**config.mk**
```make
export PLATFORM = sky130hd
export DESIGN_NAME = deflate_stored_top
export DESIGN_NICKNAME = d
export VERILOG_FILES = /design/src/common/deflate_pkg.sv /design/src/deflate_stored_top.sv /design/src/stored_block/stored_block_ctrl.sv /design/src/bit_packer.sv /design/src/crc32_update.sv /design/src/sync_fifo.sv
export VERILOG_INCLUDE_DIRS = /design/src /design/src/common
export SDC_FILE = /design/constraint.sdc
export NUM_CORES = 2
export LEC_CHECK = 0
export BUFFER_PORTS_ARGS = -buffer_cell sky130_fd_sc_hd__clkbuf_2
export CAP_MARGIN = 20
export CORE_MARGIN = 2
export CORE_UTILIZATION = 38
export DETAILED_ROUTE_END_ITERATION = 7
export PLACE_DENSITY_LB_ADDON = 0.05
export SYNTH_ARGS = -nofsm -noshare
export SYNTH_HDL_FRONTEND = slang
export SYNTH_SLANG_ARGS = --single-unit
```
**constraint.sdc**
```tcl
create_clock -name clk -period 10.1 [get_ports clk]
set_clock_uncertainty 0.05 [all_clocks]
set_input_delay 1.01 -clock clk [delete_from_list [all_inputs] [get_ports clk]]
set_output_delay 1.01 -clock clk [all_outputs]
set_load 0.05 [all_outputs]
```
**src/common/deflate_defs.svh**
```systemverilog
// Bus width is fixed at 32 bits and both FIFO depths must be powers of two given as log2
`ifndef DEFLATE_DEFS_SVH
`define DEFLATE_DEFS_SVH

// ==========================================================================
// Bus and FIFO sizing
// ==========================================================================

`define DEFLATE_WORD_W        32 // Width of input and output bus words

`define IN_FIFO_DEPTH_LOG     5  // Input FIFO holds 32 words
`define OUT_FIFO_DEPTH_LOG    4  // Output FIFO holds 16 words

// Controller stops taking new input words at this output occupancy
// The gap to full covers packer words still in flight plus the trailer
`define OUT_ALMOST_FULL_LEVEL 12

// ==========================================================================
// Block header word layout and CRC32 constants
// ==========================================================================

`define HDR_BFINAL_BIT        24 // BFINAL flag above LEN in bits 15:0

// Reflected form of the gzip polynomial 04C11DB7
`define CRC32_POLY_REFLECTED  32'hEDB8_8320
`define CRC32_INIT            32'hFFFF_FFFF // Register preset before the first byte

`endif
```
**src/common/deflate_pkg.sv**
```systemverilog
// Types only, with the word width taken from deflate_defs.svh on the include path
`include "deflate_defs.svh"

package deflate_pkg;

	// ======================================================================
	// Vector types with a meaning of their own
	// ======================================================================

	typedef logic [7:0]                   byte_t;      // One data byte
	typedef logic [`DEFLATE_WORD_W-1:0]   word_t;      // One bus word
	typedef logic [15:0]                  block_len_t; // LEN or NLEN of a stored block
	typedef logic [31:0]                  crc_t;       // CRC32 value

	// Number of bits in one packer field from 1 to 32
	typedef logic [5:0]                   bit_count_t;

	// ======================================================================
	// Stored block controller FSM
	// ======================================================================

	typedef enum logic [2:0] {
		st_idle,          // Waiting for an input word and output room
		st_block_header,  // BFINAL and BTYPE padded to one byte
		st_block_len,     // LEN and NLEN as one 32 bit field
		st_load_byte,     // One data byte per cycle
		st_end_of_block,  // Lets the CRC take in the last byte
		st_crc32,         // Trailer CRC32
		st_isize,         // Trailer ISIZE, closes the stream
		st_done           // Held until reset
	} ctrl_state_t;

endpackage

```
**src/deflate_stored_top.sv**
```systemverilog
// One gzip member body per reset, and byte_swap should stay stable for the whole stream
`timescale 1ns/10ps
`include "deflate_defs.svh"

module deflate_stored_top (
	input  logic                clk,
	input  logic                rst_n,
	input  logic                in_push,
	input  deflate_pkg::word_t  in_data,
	input  logic                out_pop,
	input  logic                byte_swap,  // Reverses bytes of input and output words
	output logic                in_full,
	output deflate_pkg::word_t  out_data,
	output logic                out_last,
	output logic                out_empty,
	output logic                done
);

	import deflate_pkg::*;

	word_t                        in_data_sw;
	word_t                        in_word;
	logic                         in_empty;
	logic                         in_fifo_pop;
	logic                         field_valid;
	bit_count_t                   field_size;
	word_t                        field_data;
	logic                         field_last;
	logic                         crc_valid;
	byte_t                        crc_byte;
	crc_t                         crc_value;
	logic                         out_push;
	word_t                        out_word;
	logic                         out_word_last;
	logic                         out_full;
	logic [`OUT_FIFO_DEPTH_LOG:0] out_level;
	word_t                        out_word_raw;

	// ======================================================================
	// Input side
	// ======================================================================

	assign in_data_sw = byte_swap ?
		{in_data[7:0], in_data[15:8], in_data[23:16], in_data[31:24]} : in_data;

	sync_fifo #(.width(`DEFLATE_WORD_W), .depth_log(`IN_FIFO_DEPTH_LOG)) in_fifo_i0 (
		.clk   (clk),
		.rst_n (rst_n),
		.push  (in_push),
		.din   (in_data_sw),
		.pop   (in_fifo_pop),
		.dout  (in_word),
		.full  (in_full),
		.empty (in_empty),
		.level ()          // Controller only watches the output occupancy
	);

	stored_block_ctrl ctrl_i0 (
		.clk         (clk),
		.rst_n       (rst_n),
		.in_word     (in_word),
		.in_empty    (in_empty),
		.out_level   (out_level),
		.crc_value   (crc_value),
		.in_fifo_pop (in_fifo_pop),
		.field_valid (field_valid),
		.field_size  (field_size),
		.field_data  (field_data),
		.field_last  (field_last),
		.crc_valid   (crc_valid),
		.crc_byte    (crc_byte),
		.done        (done)
	);

	crc32_update crc_i0 (
		.clk       (clk),
		.rst_n     (rst_n),
		.crc_valid (crc_valid),
		.crc_byte  (crc_byte),
		.crc_value (crc_value)
	);

	// ======================================================================
	// Output side with the last flag as the top bit of each entry
	// ======================================================================

	bit_packer packer_i0 (
		.clk           (clk),
		.rst_n         (rst_n),
		.field_valid   (field_valid),
		.field_size    (field_size),
		.field_data    (field_data),
		.field_last    (field_last),
		.out_full      (out_full),
		.out_push      (out_push),
		.out_word      (out_word),
		.out_word_last (out_word_last)
	);

	sync_fifo #(.width(`DEFLATE_WORD_W + 1), .depth_log(`OUT_FIFO_DEPTH_LOG)) out_fifo_i0 (
		.clk   (clk),
		.rst_n (rst_n),
		.push  (out_push),
		.din   ({out_word_last, out_word}),
		.pop   (out_pop),
		.dout  ({out_last, out_word_raw}),
		.full  (out_full),
		.empty (out_empty),
		.level (out_level)
	);

	assign out_data = byte_swap ?
		{out_word_raw[7:0], out_word_raw[15:8], out_word_raw[23:16], out_word_raw[31:24]} :
		out_word_raw;

endmodule

```
**src/stored_block/stored_block_ctrl.sv**
```systemverilog
// Stored blocks only where each block begins on a header word and LEN above 65535 cannot be expressed
`timescale 1ns/10ps
`include "deflate_defs.svh"

module stored_block_ctrl (
	input  logic                         clk,
	input  logic                         rst_n,
	input  deflate_pkg::word_t           in_word,    // Head of the input FIFO
	input  logic                         in_empty,
	input  logic [`OUT_FIFO_DEPTH_LOG:0] out_level,  // Output FIFO occupancy
	input  deflate_pkg::crc_t            crc_value,
	output logic                         in_fifo_pop,
	output logic                         field_valid,
	output deflate_pkg::bit_count_t      field_size,
	output deflate_pkg::word_t           field_data,
	output logic                         field_last,
	output logic                         crc_valid,
	output deflate_pkg::byte_t           crc_byte,
	output logic                         done
);

	import deflate_pkg::*;

	localparam logic [`OUT_FIFO_DEPTH_LOG:0] af_level =
		(`OUT_FIFO_DEPTH_LOG + 1)'(`OUT_ALMOST_FULL_LEVEL);

	ctrl_state_t state;
	ctrl_state_t state_nxt;
	word_t       word_q;      // Data word being split into bytes
	logic [1:0]  byte_idx;    // Byte lane of word_q counted from the lowest byte
	block_len_t  bytes_left;  // Data bytes still owed by this block where zero means header next
	logic        bfinal_q;
	word_t       isize_q;     // Sum of LEN values, wraps at 2^32
	logic        can_start;
	logic        hdr_pop;
	byte_t       cur_byte;

	// A new word is only taken while the output side has room for its fields
	assign can_start = !in_empty && (out_level < af_level);
	assign hdr_pop   = in_fifo_pop && (state == st_idle) && (bytes_left == '0);
	assign cur_byte  = word_q[8*byte_idx +: 8];
	assign crc_byte  = cur_byte; // CRC sees exactly the bytes sent as data fields
	assign done      = (state == st_done);

	// ======================================================================
	// Next state and field issue
	// ======================================================================

	always_comb begin
		state_nxt   = state;
		in_fifo_pop = 1'b0;
		field_valid = 1'b0;
		field_size  = '0;
		field_data  = '0;
		field_last  = 1'b0;
		crc_valid   = 1'b0;
		case (state)
			st_idle: begin
				if (can_start) begin
					in_fifo_pop = 1'b1;
					// With no bytes owed the head word is a block header
					state_nxt = (bytes_left == '0) ? st_block_header : st_load_byte;
				end
			end
			st_block_header: begin
				field_valid = 1'b1;       // BTYPE 00 and pad bits are zero
				field_size  = 6'd8;
				field_data  = word_t'(bfinal_q);
				state_nxt   = st_block_len;
			end
			st_block_len: begin
				field_valid = 1'b1;
				field_size  = 6'd32;
				field_data  = {~bytes_left, bytes_left}; // LEN low half then NLEN
				if (bytes_left == '0)
					state_nxt = st_end_of_block;
				else if (can_start) begin
					in_fifo_pop = 1'b1;
					state_nxt   = st_load_byte;
				end else
					state_nxt = st_idle;
			end
			st_load_byte: begin
				field_valid = 1'b1;
				field_size  = 6'd8;
				field_data  = word_t'(cur_byte);
				crc_valid   = 1'b1;
				if (bytes_left == 16'd1)
					state_nxt = st_end_of_block; // Leftover lanes of the word are dropped
				else if (byte_idx == 2'd3) begin
					if (can_start)
						in_fifo_pop = 1'b1;      // Next word follows without a gap
					else
						state_nxt = st_idle;
				end
			end
			st_end_of_block: state_nxt = bfinal_q ? st_crc32 : st_idle;
			st_crc32: begin
				field_valid = 1'b1;
				field_size  = 6'd32;
				field_data  = crc_value;
				state_nxt   = st_isize;
			end
			st_isize: begin
				field_valid = 1'b1;
				field_size  = 6'd32;
				field_data  = isize_q;
				field_last  = 1'b1;  // Packer flushes the partial word behind this
				state_nxt   = st_done;
			end
			st_done:  state_nxt = st_done;
			default:  state_nxt = st_idle;
		endcase
	end

	// ======================================================================
	// State, counters and header latch
	// ======================================================================

	always_ff @(posedge clk) begin
		if (!rst_n) begin
			state      <= st_idle;
			bytes_left <= '0;
			byte_idx   <= '0;
			bfinal_q   <= 1'b0;
			isize_q    <= '0;
		end else begin
			state <= state_nxt;
			if (hdr_pop) begin
				bfinal_q   <= in_word[`HDR_BFINAL_BIT];
				bytes_left <= in_word[15:0];
				isize_q    <= isize_q + word_t'(in_word[15:0]);
			end else if (state == st_load_byte)
				bytes_left <= bytes_left - 1'b1;
			if (in_fifo_pop)
				byte_idx <= '0; // Every word starts at its lowest byte
			else if (state == st_load_byte)
				byte_idx <= byte_idx + 1'b1;
		end
	end

	// Popped word held for its byte cycles
	always_ff @(posedge clk) begin
		if (in_fifo_pop)
			word_q <= in_word;
	end

endmodule

```
**src/bit_packer.sv**
```systemverilog
// Packs 1 to 32 bit fields LSB first and takes no field after a last one until the flush ends
`timescale 1ns/10ps
`include "deflate_defs.svh"

module bit_packer (
	input  logic                     clk,
	input  logic                     rst_n,
	input  logic                     field_valid,
	input  deflate_pkg::bit_count_t  field_size,
	input  deflate_pkg::word_t       field_data,
	input  logic                     field_last,
	input  logic                     out_full,
	output logic                     out_push,
	output deflate_pkg::word_t       out_word,
	output logic                     out_word_last
);

	import deflate_pkg::*;

	localparam logic [6:0] word_bits = 7'(`DEFLATE_WORD_W);

	logic [63:0] acc;            // Held bits with zeros above bit_cnt
	logic [6:0]  bit_cnt;        // Valid bits in acc and never above 31 between fields
	logic        flush_pending;  // Residue of a last field still to go out
	logic [63:0] field_ext;
	logic [63:0] merged;
	logic [6:0]  next_cnt;

	// ======================================================================
	// Append the new field above the bits already held
	// ======================================================================

	always_comb begin
		field_ext = {32'b0, field_data} & ((64'h1 << field_size) - 64'h1); // Drop bits above size
		merged    = acc | (field_ext << bit_cnt);
		next_cnt  = bit_cnt + {1'b0, field_size};
	end

	always_ff @(posedge clk) begin
		if (!rst_n) begin
			acc           <= '0;
			bit_cnt       <= '0;
			flush_pending <= 1'b0;
			out_push      <= 1'b0;
			out_word_last <= 1'b0;
		end else begin
			out_push      <= 1'b0;
			out_word_last <= 1'b0;
			if (flush_pending) begin
				// Second word of a closing field is zero filled above the residue
				out_push      <= 1'b1;
				out_word_last <= 1'b1;
				acc           <= '0;
				bit_cnt       <= '0;
				flush_pending <= 1'b0;
			end else if (field_valid) begin
				if (field_last && (next_cnt <= word_bits)) begin
					out_push      <= 1'b1; // Whole remainder fits in one word
					out_word_last <= 1'b1;
					acc           <= '0;
					bit_cnt       <= '0;
				end else if (next_cnt >= word_bits) begin
					out_push      <= 1'b1;
					acc           <= merged >> word_bits;
					bit_cnt       <= next_cnt - word_bits;
					flush_pending <= field_last; // Residue follows next cycle
				end else begin
					acc     <= merged;
					bit_cnt <= next_cnt;
				end
			end
		end
	end

	// Word payload follows the field or flush that fills it
	always_ff @(posedge clk) begin
		if (flush_pending)
			out_word <= acc[31:0];
		else if (field_valid)
			out_word <= merged[31:0];
	end

	// No stall input here, so the controller must leave room in the output FIFO
	assert property (@(posedge clk) disable iff (!rst_n) out_push |-> !out_full)
		else $error("packer pushed into full output FIFO");
	// Controller stays quiet while the residue of the last field drains
	assert property (@(posedge clk) disable iff (!rst_n) flush_pending |-> !field_valid)
		else $error("field issued during final flush");

endmodule

```
**src/crc32_update.sv**
```systemverilog
// Byte-serial gzip CRC32 that runs until reset, so one stream per reset
`timescale 1ns/10ps
`include "deflate_defs.svh"

module crc32_update (
	input  logic                 clk,
	input  logic                 rst_n,
	input  logic                 crc_valid,
	input  deflate_pkg::byte_t   crc_byte,
	output deflate_pkg::crc_t    crc_value
);

	import deflate_pkg::*;

	crc_t crc_q; // Running register, not yet inverted

	// ======================================================================
	// One byte folded in LSB first over eight shift steps
	// ======================================================================

	function automatic crc_t crc_step(input crc_t crc_in, input byte_t data);
		crc_t c;
		c = crc_in ^ {24'b0, data};
		for (int i = 0; i < 8; i++) begin
			if (c[0])
				c = (c >> 1) ^ `CRC32_POLY_REFLECTED;
			else
				c = c >> 1;
		end
		return c;
	endfunction

	// The new value shows on crc_value one cycle after crc_valid
	always_ff @(posedge clk) begin
		if (!rst_n)
			crc_q <= `CRC32_INIT;
		else if (crc_valid)
			crc_q <= crc_step(crc_q, crc_byte);
	end

	// Final inversion makes this the gzip CRC of every byte taken so far
	// With no bytes at all this gives 00000000
	assign crc_value = ~crc_q;

endmodule

```
**src/sync_fifo.sv**
```systemverilog
// Fall-through FIFO where dout is valid while empty is low, and a push while full is dropped
`timescale 1ns/10ps

module sync_fifo #(
	parameter int width     = 32, // Bits per entry
	parameter int depth_log = 4   // Entries as log2
) (
	input  logic               clk,
	input  logic               rst_n,
	input  logic               push,
	input  logic [width-1:0]   din,
	input  logic               pop,
	output logic [width-1:0]   dout,
	output logic               full,
	output logic               empty,
	output logic [depth_log:0] level // Number of entries held
);

	localparam int depth = 1 << depth_log;

	logic [width-1:0]     mem [depth];
	logic [depth_log-1:0] wr_ptr;
	logic [depth_log-1:0] rd_ptr;
	logic                 wr_en;
	logic                 rd_en;

	assign wr_en = push && !full;  // Writes into a full FIFO are lost
	assign rd_en = pop && !empty;

	// Storage array is cleared by reset and written at the write pointer
	always_ff @(posedge clk) begin
		if (!rst_n) begin
			for (int i = 0; i < depth; i++)
				mem[i] <= '0;
		end else if (wr_en)
			mem[wr_ptr] <= din;
	end

	always_ff @(posedge clk) begin
		if (!rst_n) begin
			wr_ptr <= '0;
			rd_ptr <= '0;
			level  <= '0;
		end else begin
			if (wr_en)
				wr_ptr <= wr_ptr + 1'b1; // Pointers wrap at the depth
			if (rd_en)
				rd_ptr <= rd_ptr + 1'b1;
			case ({wr_en, rd_en})
				2'b10:   level <= level + 1'b1;
				2'b01:   level <= level - 1'b1;
				default: level <= level; // Both or neither leaves the count as is
			endcase
		end
	end

	// Head entry is visible without a read cycle
	assign dout  = mem[rd_ptr];
	assign full  = (level == (depth_log + 1)'(depth));
	assign empty = (level == '0);

	// Both sides of the FIFO are expected to respect the flags
	assert property (@(posedge clk) disable iff (!rst_n) !(push && full))
		else $error("push into full FIFO");
	assert property (@(posedge clk) disable iff (!rst_n) !(pop && empty))
		else $error("pop from empty FIFO");

endmodule

```
==> Word level (Yosys, flattened, before mapping) <==
Memory sizes are Yosys's and may differ from the RTL's. A register that Yosys moved wholly into a read port is not among the register bits.
Index checks and enable logic that the tools add are counted.
{ "op_classes": {"n_eq_ne": 18, "reduce_logical": 30, "add_sub_neg": 14, "n_lt_le_gt_ge": 3, "shifts": 3, "n_div": 0, "mul": 0, "bitwise": 16, "mux": 77} }
{ "ops": {"columns": ["cell", "n"], "rows": [
  ["32-bit two-way mux", 27],
  ["32-bit case mux with 5 select lines", 1],
  ["64-bit two-way mux", 2],
  ["13-bit inverter with 14-bit output", 8],
  ["32-bit by 64-bit AND with 64-bit output", 1],
  ["64-bit bitwise OR", 1],
  ["1-bit by 6-bit left shift with 64-bit output, first input constant", 1],
  ["64-bit by 7-bit left shift with 64-bit output", 1],
  ["64-bit by 1-bit subtractor with 64-bit output, second input constant", 1],
  ["33-bit two-way mux", 1],
  ["33-bit OR reduction", 1],
  ["32-bit by 16-bit adder with 32-bit output", 1],
  ["16-bit two-way mux", 2],
  ["32-bit inverter", 1],
  ["32-bit OR reduction", 1],
  ["32-bit by 6-bit indexed part select with 8-bit output", 1],
  ["32-bit by 8-bit bitwise XOR with 32-bit output", 1],
  ["6-bit case mux with 2 select lines", 2],
  ["1-bit two-way mux", 23],
  ["3-bit case mux with 7 select lines", 1],
  ["3-bit two-way mux", 6],
  ["16-bit by 1-bit == test with 1-bit output, second input constant", 1],
  ["16-bit logical NOT", 1],
  ["16-bit inverter", 1],
  ["39 further kinds", 74]
]} }
{ "totals": {"word_cells": 182, "ramBits": 1552, "rom_bits": 0, "n_memories": 2, "ff_bits": 253, "latchBits": 0, "input_bits": 37} }
{ "memory_table": {"columns": ["name", "depth", "word_bits", "read_ports", "rd_ports_with_merged_regs", "write_ports", "line", "rtl"], "rows": [
  ["in_fifo_i0.mem", 32, 32, 1, 1, 32, "sync_fifo.sv:21", "logic [width-1:0] mem [depth];"],
  ["out_fifo_i0.mem", 16, 33, 1, 1, 16, "sync_fifo.sv:21", null]
]} }

==> Depth between registers and ports, before layout <==
{ "depth": {"depth_word": 32, "ltp_mapped": 17} }

==> Cells and area by module <==
A second synthesis with hierarchy kept.
{ "unflattened": {"cells_unflattened": 7118, "hier_area_um2": 89467.1} }
{ "modules_own_cells": {"columns": ["mod", "seq_area_each_um2", "cells_each", "area_each_um2", "instances"], "rows": [
  ["sync_fifo (in_fifo_i0)", 31169.9, 3306, 47739.5, 1],
  ["sync_fifo (out_fifo_i0)", 16195.5, 1712, 23884.2, 1],
  ["bit_packer", 2442.3, 1247, 9530.4, 1],
  ["stored_block_ctrl", 2042.0, 572, 5260.0, 1],
  ["crc32_update", 640.6, 210, 1975.6, 1],
  ["deflate_stored_top", 0.0, 71, 1077.3, 1]
]} }

==> Least setup slack after synthesis <==
OpenSTA, ideal clock, no wires.
{ "synth_timing": {"path_type": "register to register", "from": "register with a tool-made name", "to": "register ctrl_i0.isize_q[28]", "setup_ns": 0.132, "arrival_time_ns": 4.385, "setup_slack_ns": 5.533, "synth_period_minus_slack_ns": 4.567, "stages_incl_launch_ff": 16, "n_path_buf": 4, "required_ns": 9.918, "cell_sequence": "dfxtp_1 -> clkbuf_1 -> clkbuf_1 -> buf_1 -> mux4_2 -> mux4_2 -> mux2_2 -> ha_1 -> a21o_1 -> a21o_1 -> a221oi_1 -> nor2b_1 -> o311ai_1 -> clkbuf_1 -> or3_1 -> a21oi_1"} }
{ "synth_lines": {"columns": ["item", "line", "rtl"], "rows": [
  ["end signal, assigned", "stored_block_ctrl.sv:132", "isize_q <= isize_q + word_t'(in_word[15:0]);"],
  ["end, declared", "stored_block_ctrl.sv:33", "word_t isize_q;"]
]} }

==> results.json <==
{
  "p_leak_uw": 0.0319,
  "synth-warning-count": 0,
  "path_max_fanout": 116,
  "avgViaCountPerCell": 5.49,
  "cts_resized": 0,
  "ir_drop_mv": 0.202,
  "multiInputGateArea_um2": 27300,
  "fin_util_pct": 43.3,
  "drt_first_pass_iters": 8,
  "r2r.worst_path.cells": 14,
  "cts_sinks": 1811,
  "crit_end": "ctrl_i0.isize_q[26]$_SDFFE_PN0P_",
  "grt_first_pass_wirelength_um": 376000,
  "cts_tree": "yes",
  "nNetsFinal": 5667,
  "cp.arrival_ns": 6.12,
  "gp_congestion": 0.809,
  "ant_nets": 0,
  "fmax_mhz": 185,
  "cts_buffers": 207,
  "grt_max_degree": 117,
  "slew_viol_final": 0,
  "cp_top_family": "multiplexers",
  "hp-class": "flip-flop to flip-flop",
  "grt_pass1_vias": 48500,
  "synth-async-reset-ratio_pct": 0,
  "end_kind": "flip-flop",
  "rr_endpoint": "ctrl_i0.isize_q[26]$_SDFFE_PN0P_",
  "violations": "DRC",
  "portBuffers": 72,
  "clk_latency_ns": 0.85,
  "layout_commonest_cell": "edfxtp_1",
  "path_cells": "buf_12 -> buf_4 -> mux4_2 -> mux4_2 -> mux2_2 -> ha_1 -> nand4_1 -> nor2_1 -> nand3_1 -> a31oi_1 -> o311ai_1 -> buf_4 -> or3_1 -> a21oi_1",
  "post_cts_buffers": 0,
  "antenna_found_initial": 9,
  "layout-drive-gt1-share_pct": 21.4,
  "synth-edff-count": 1616,
  "dp_hpwl_um": 149000,
  "postCtsHoldBufs": 0,
  "core_um2": 212000,
  "ys_types": 68,
  "cap_violations": 0,
  "cp_slowest_stage_delay_ns": 0.65,
  "synth-seq-cells": 1811,
  "powerDensity_nw_per_um2": 246,
  "finalHoldViolCount": 0,
  "drt-wirelength-per-cell_um": 30.7,
  "path_buf_inv": 3,
  "syn_inst": 5630,
  "path_clk_slew_ns": 0.06,
  "grt_use_met1_pct": 32.5,
  "seqCellArea_um2": 52500,
  "die_area_um2": 217000,
  "worstMarginPinSlew_ns": 1.11,
  "die_x_um": 466,
  "period_minus_slack_ns": 5.41,
  "grt_overflow_total": 0,
  "cts_buffer_depth": 3,
  "vias": 47200,
  "tns_ns": 0,
  "fin_crit_sh_pct": 53.6,
  "ys.flop_type": "edfxtp_1",
  "syn_area_per_cell_um2": 14.4,
  "finalPower_uw": 22500,
  "start_util_pct": 38.2,
  "use_met2_pct": 42.5,
  "yosysSeqAreaShare_pct": 64.7,
  "drt_iter0_drc": 4158,
  "worstSetupPathDepth": 14,
  "syn_nets": 5713,
  "crit_required_ns": 10.81,
  "cts_max_level": 4,
  "rsz0062_at_grt": "no",
  "netlist_area_um2": 81000,
  "mostFrequentLayoutCells": "edfxtp_1 (1616), nor2_1 (1148), and2_1 (548), mux4_2 (494), clkbuf_16 (208)",
  "start_kind": "flip-flop",
  "fill_cells": 18900,
  "area_growth_pct": 13.3,
  "crit_slowest_cell": "buf_4",
  "critPathKind": "flip-flop to flip-flop",
  "setup_viol": 0,
  "pin_count": 73,
  "routed_wl_um": 264000,
  "relSlewSlack_pct": 25.8,
  "grtUsageMet3_pct": 2.94,
  "r2r_slack_ns": 4.69,
  "cts_root_buffer": "clkbuf_16",
  "grtUsageTotal_pct": 24.3,
  "grt-busiest-layer": "met2",
  "std_cell_rows": 169,
  "status": "finished, violations left",
  "die_h_um": 466,
  "drc_errors": 6
}
## flip-flops by register name, indices dropped and copies added (netlist names), 6 cells and up, named ones only
name,count
in_fifo_i0.mem,1024
out_fifo_i0.mem,528
packer_i0.acc,64
crc_i0.crc_q,32
ctrl_i0.isize_q,32
ctrl_i0.word_q,32
packer_i0.out_word,32
ctrl_i0.bytes_left,16
in_fifo_i0.level,6
## synth_stat cells, drive strengths merged (4+ instances only)
library cell	n	area [um^2]
edfxtp	1616	48500
nor2	1161	4360
and2	548	3430
mux4	494	11100
clkbuf	429	1610
nand2	202	758
dfxtp	195	3900
a21oi	94	470
o21ai	76	380
mux2	71	800
xnor2	70	621
buf	64	274
mux2i	61	611
inv	55	206
ha	43	538
xor2	41	359
a21o	37	278
nor3	27	135
o22ai	26	163
a2bb2oi	25	219
a22oi	23	173
o211ai	22	165
o221ai	22	193
nand2b	21	131
nand3	20	100
or3	19	119
o2bb2ai	16	140
and3	13	81.3
nand4	12	75.1
a22o	11	96.3
or4	11	90.1
o31ai	10	75.1
a31oi	9	56.3
nor2b	9	56.3
o21bai	9	67.6
o21a	7	52.6
nor4	6	52.6
a221oi	5	43.8
and3b	5	43.8
a211oi	4	30.0
a221o	4	40.0
or2	4	25.0
## logic make-up (layout without fill, tap and decap cells)
group | count (synthesis) | in the layout | share of synthesized area [%]
buf+inv | 549 | 683 | 2.59
fa+ha+maj | 46 | 46 | 0.738
xor+xnor | 112 | 112 | 1.24
flops | 1811 | 1811 | 64.7
other cells | 0 | 4 | 0
simple gates | 2064 | 2064 | 11.7
compound gates | 422 | 422 | 3.50
mux | 626 | 626 | 15.5
## worst min-delay path: stages, from the launching register on
cell and delay (ns):
dfxtp_1 0.31, nand2_1 0.05, nand2_1 0.04
## layer usage
layer | up-vias | part of all wire [%]
li1 | 20700 | -
met1 | 24900 | 42
met2 | 1234 | 51
met3 | 321 | 4.3
met4 | 4 | 2.0
met5 | - | 0.0087
## where the power goes
part           switching (uW)  internal, uW  leakage [uW]
logic                    3400          2340        0.0105
clock network            3200          4130       0.00318
registers                 712          8760        0.0183
total                    7300         15200        0.0319
## final cells by class
class                           count  area share (%)
Sequential cell                  1811            57.1
Multi-Input combinational cell   3270            29.8
Clock buffer                      276            6.07
Tap cell                         2821            3.84
Timing Repair Buffer              238            1.92
Clock inverter                    113            1.03
Inverter                           56           0.230
Antenna cell                        4          0.0109
## through the flow
stage,worst slack (ns),instance area [um^2],instances,hold WS (ns)
global route,4.39,91800,8586,0.419
global placement,4.58,85100,8188,0.377
floorplan,5.53,81000,5630,0.367
detailed placement,4.56,85200,8193,0.382
CTS,4.54,91700,8582,0.390
finish,4.69,91800,8589,0.387
## worst min-delay path by stage
stage | from | to | slack, ns | cells past startpoint
3_5_place_dp | packer_i0.acc[27]$_SDFFE_PP0P_ | packer_i0.acc[27]$_SDFFE_PP0P_ | 0.38 | 2
5_1_grt | packer_i0.acc[26]$_SDFFE_PP0P_ | packer_i0.acc[26]$_SDFFE_PP0P_ | 0.42 | 2
2_1_floorplan | packer_i0.acc[25]$_SDFFE_PP0P_ | packer_i0.acc[25]$_SDFFE_PP0P_ | 0.37 | 2
4_1_cts | packer_i0.acc[27]$_SDFFE_PP0P_ | packer_i0.acc[27]$_SDFFE_PP0P_ | 0.39 | 2
3_3_place_gp | packer_i0.acc[27]$_SDFFE_PP0P_ | packer_i0.acc[27]$_SDFFE_PP0P_ | 0.38 | 2
6_report | packer_i0.acc[27]$_SDFFE_PP0P_ | packer_i0.acc[27]$_SDFFE_PP0P_ | 0.39 | 2
No activity file was read; power rests on OpenSTA's default activity.
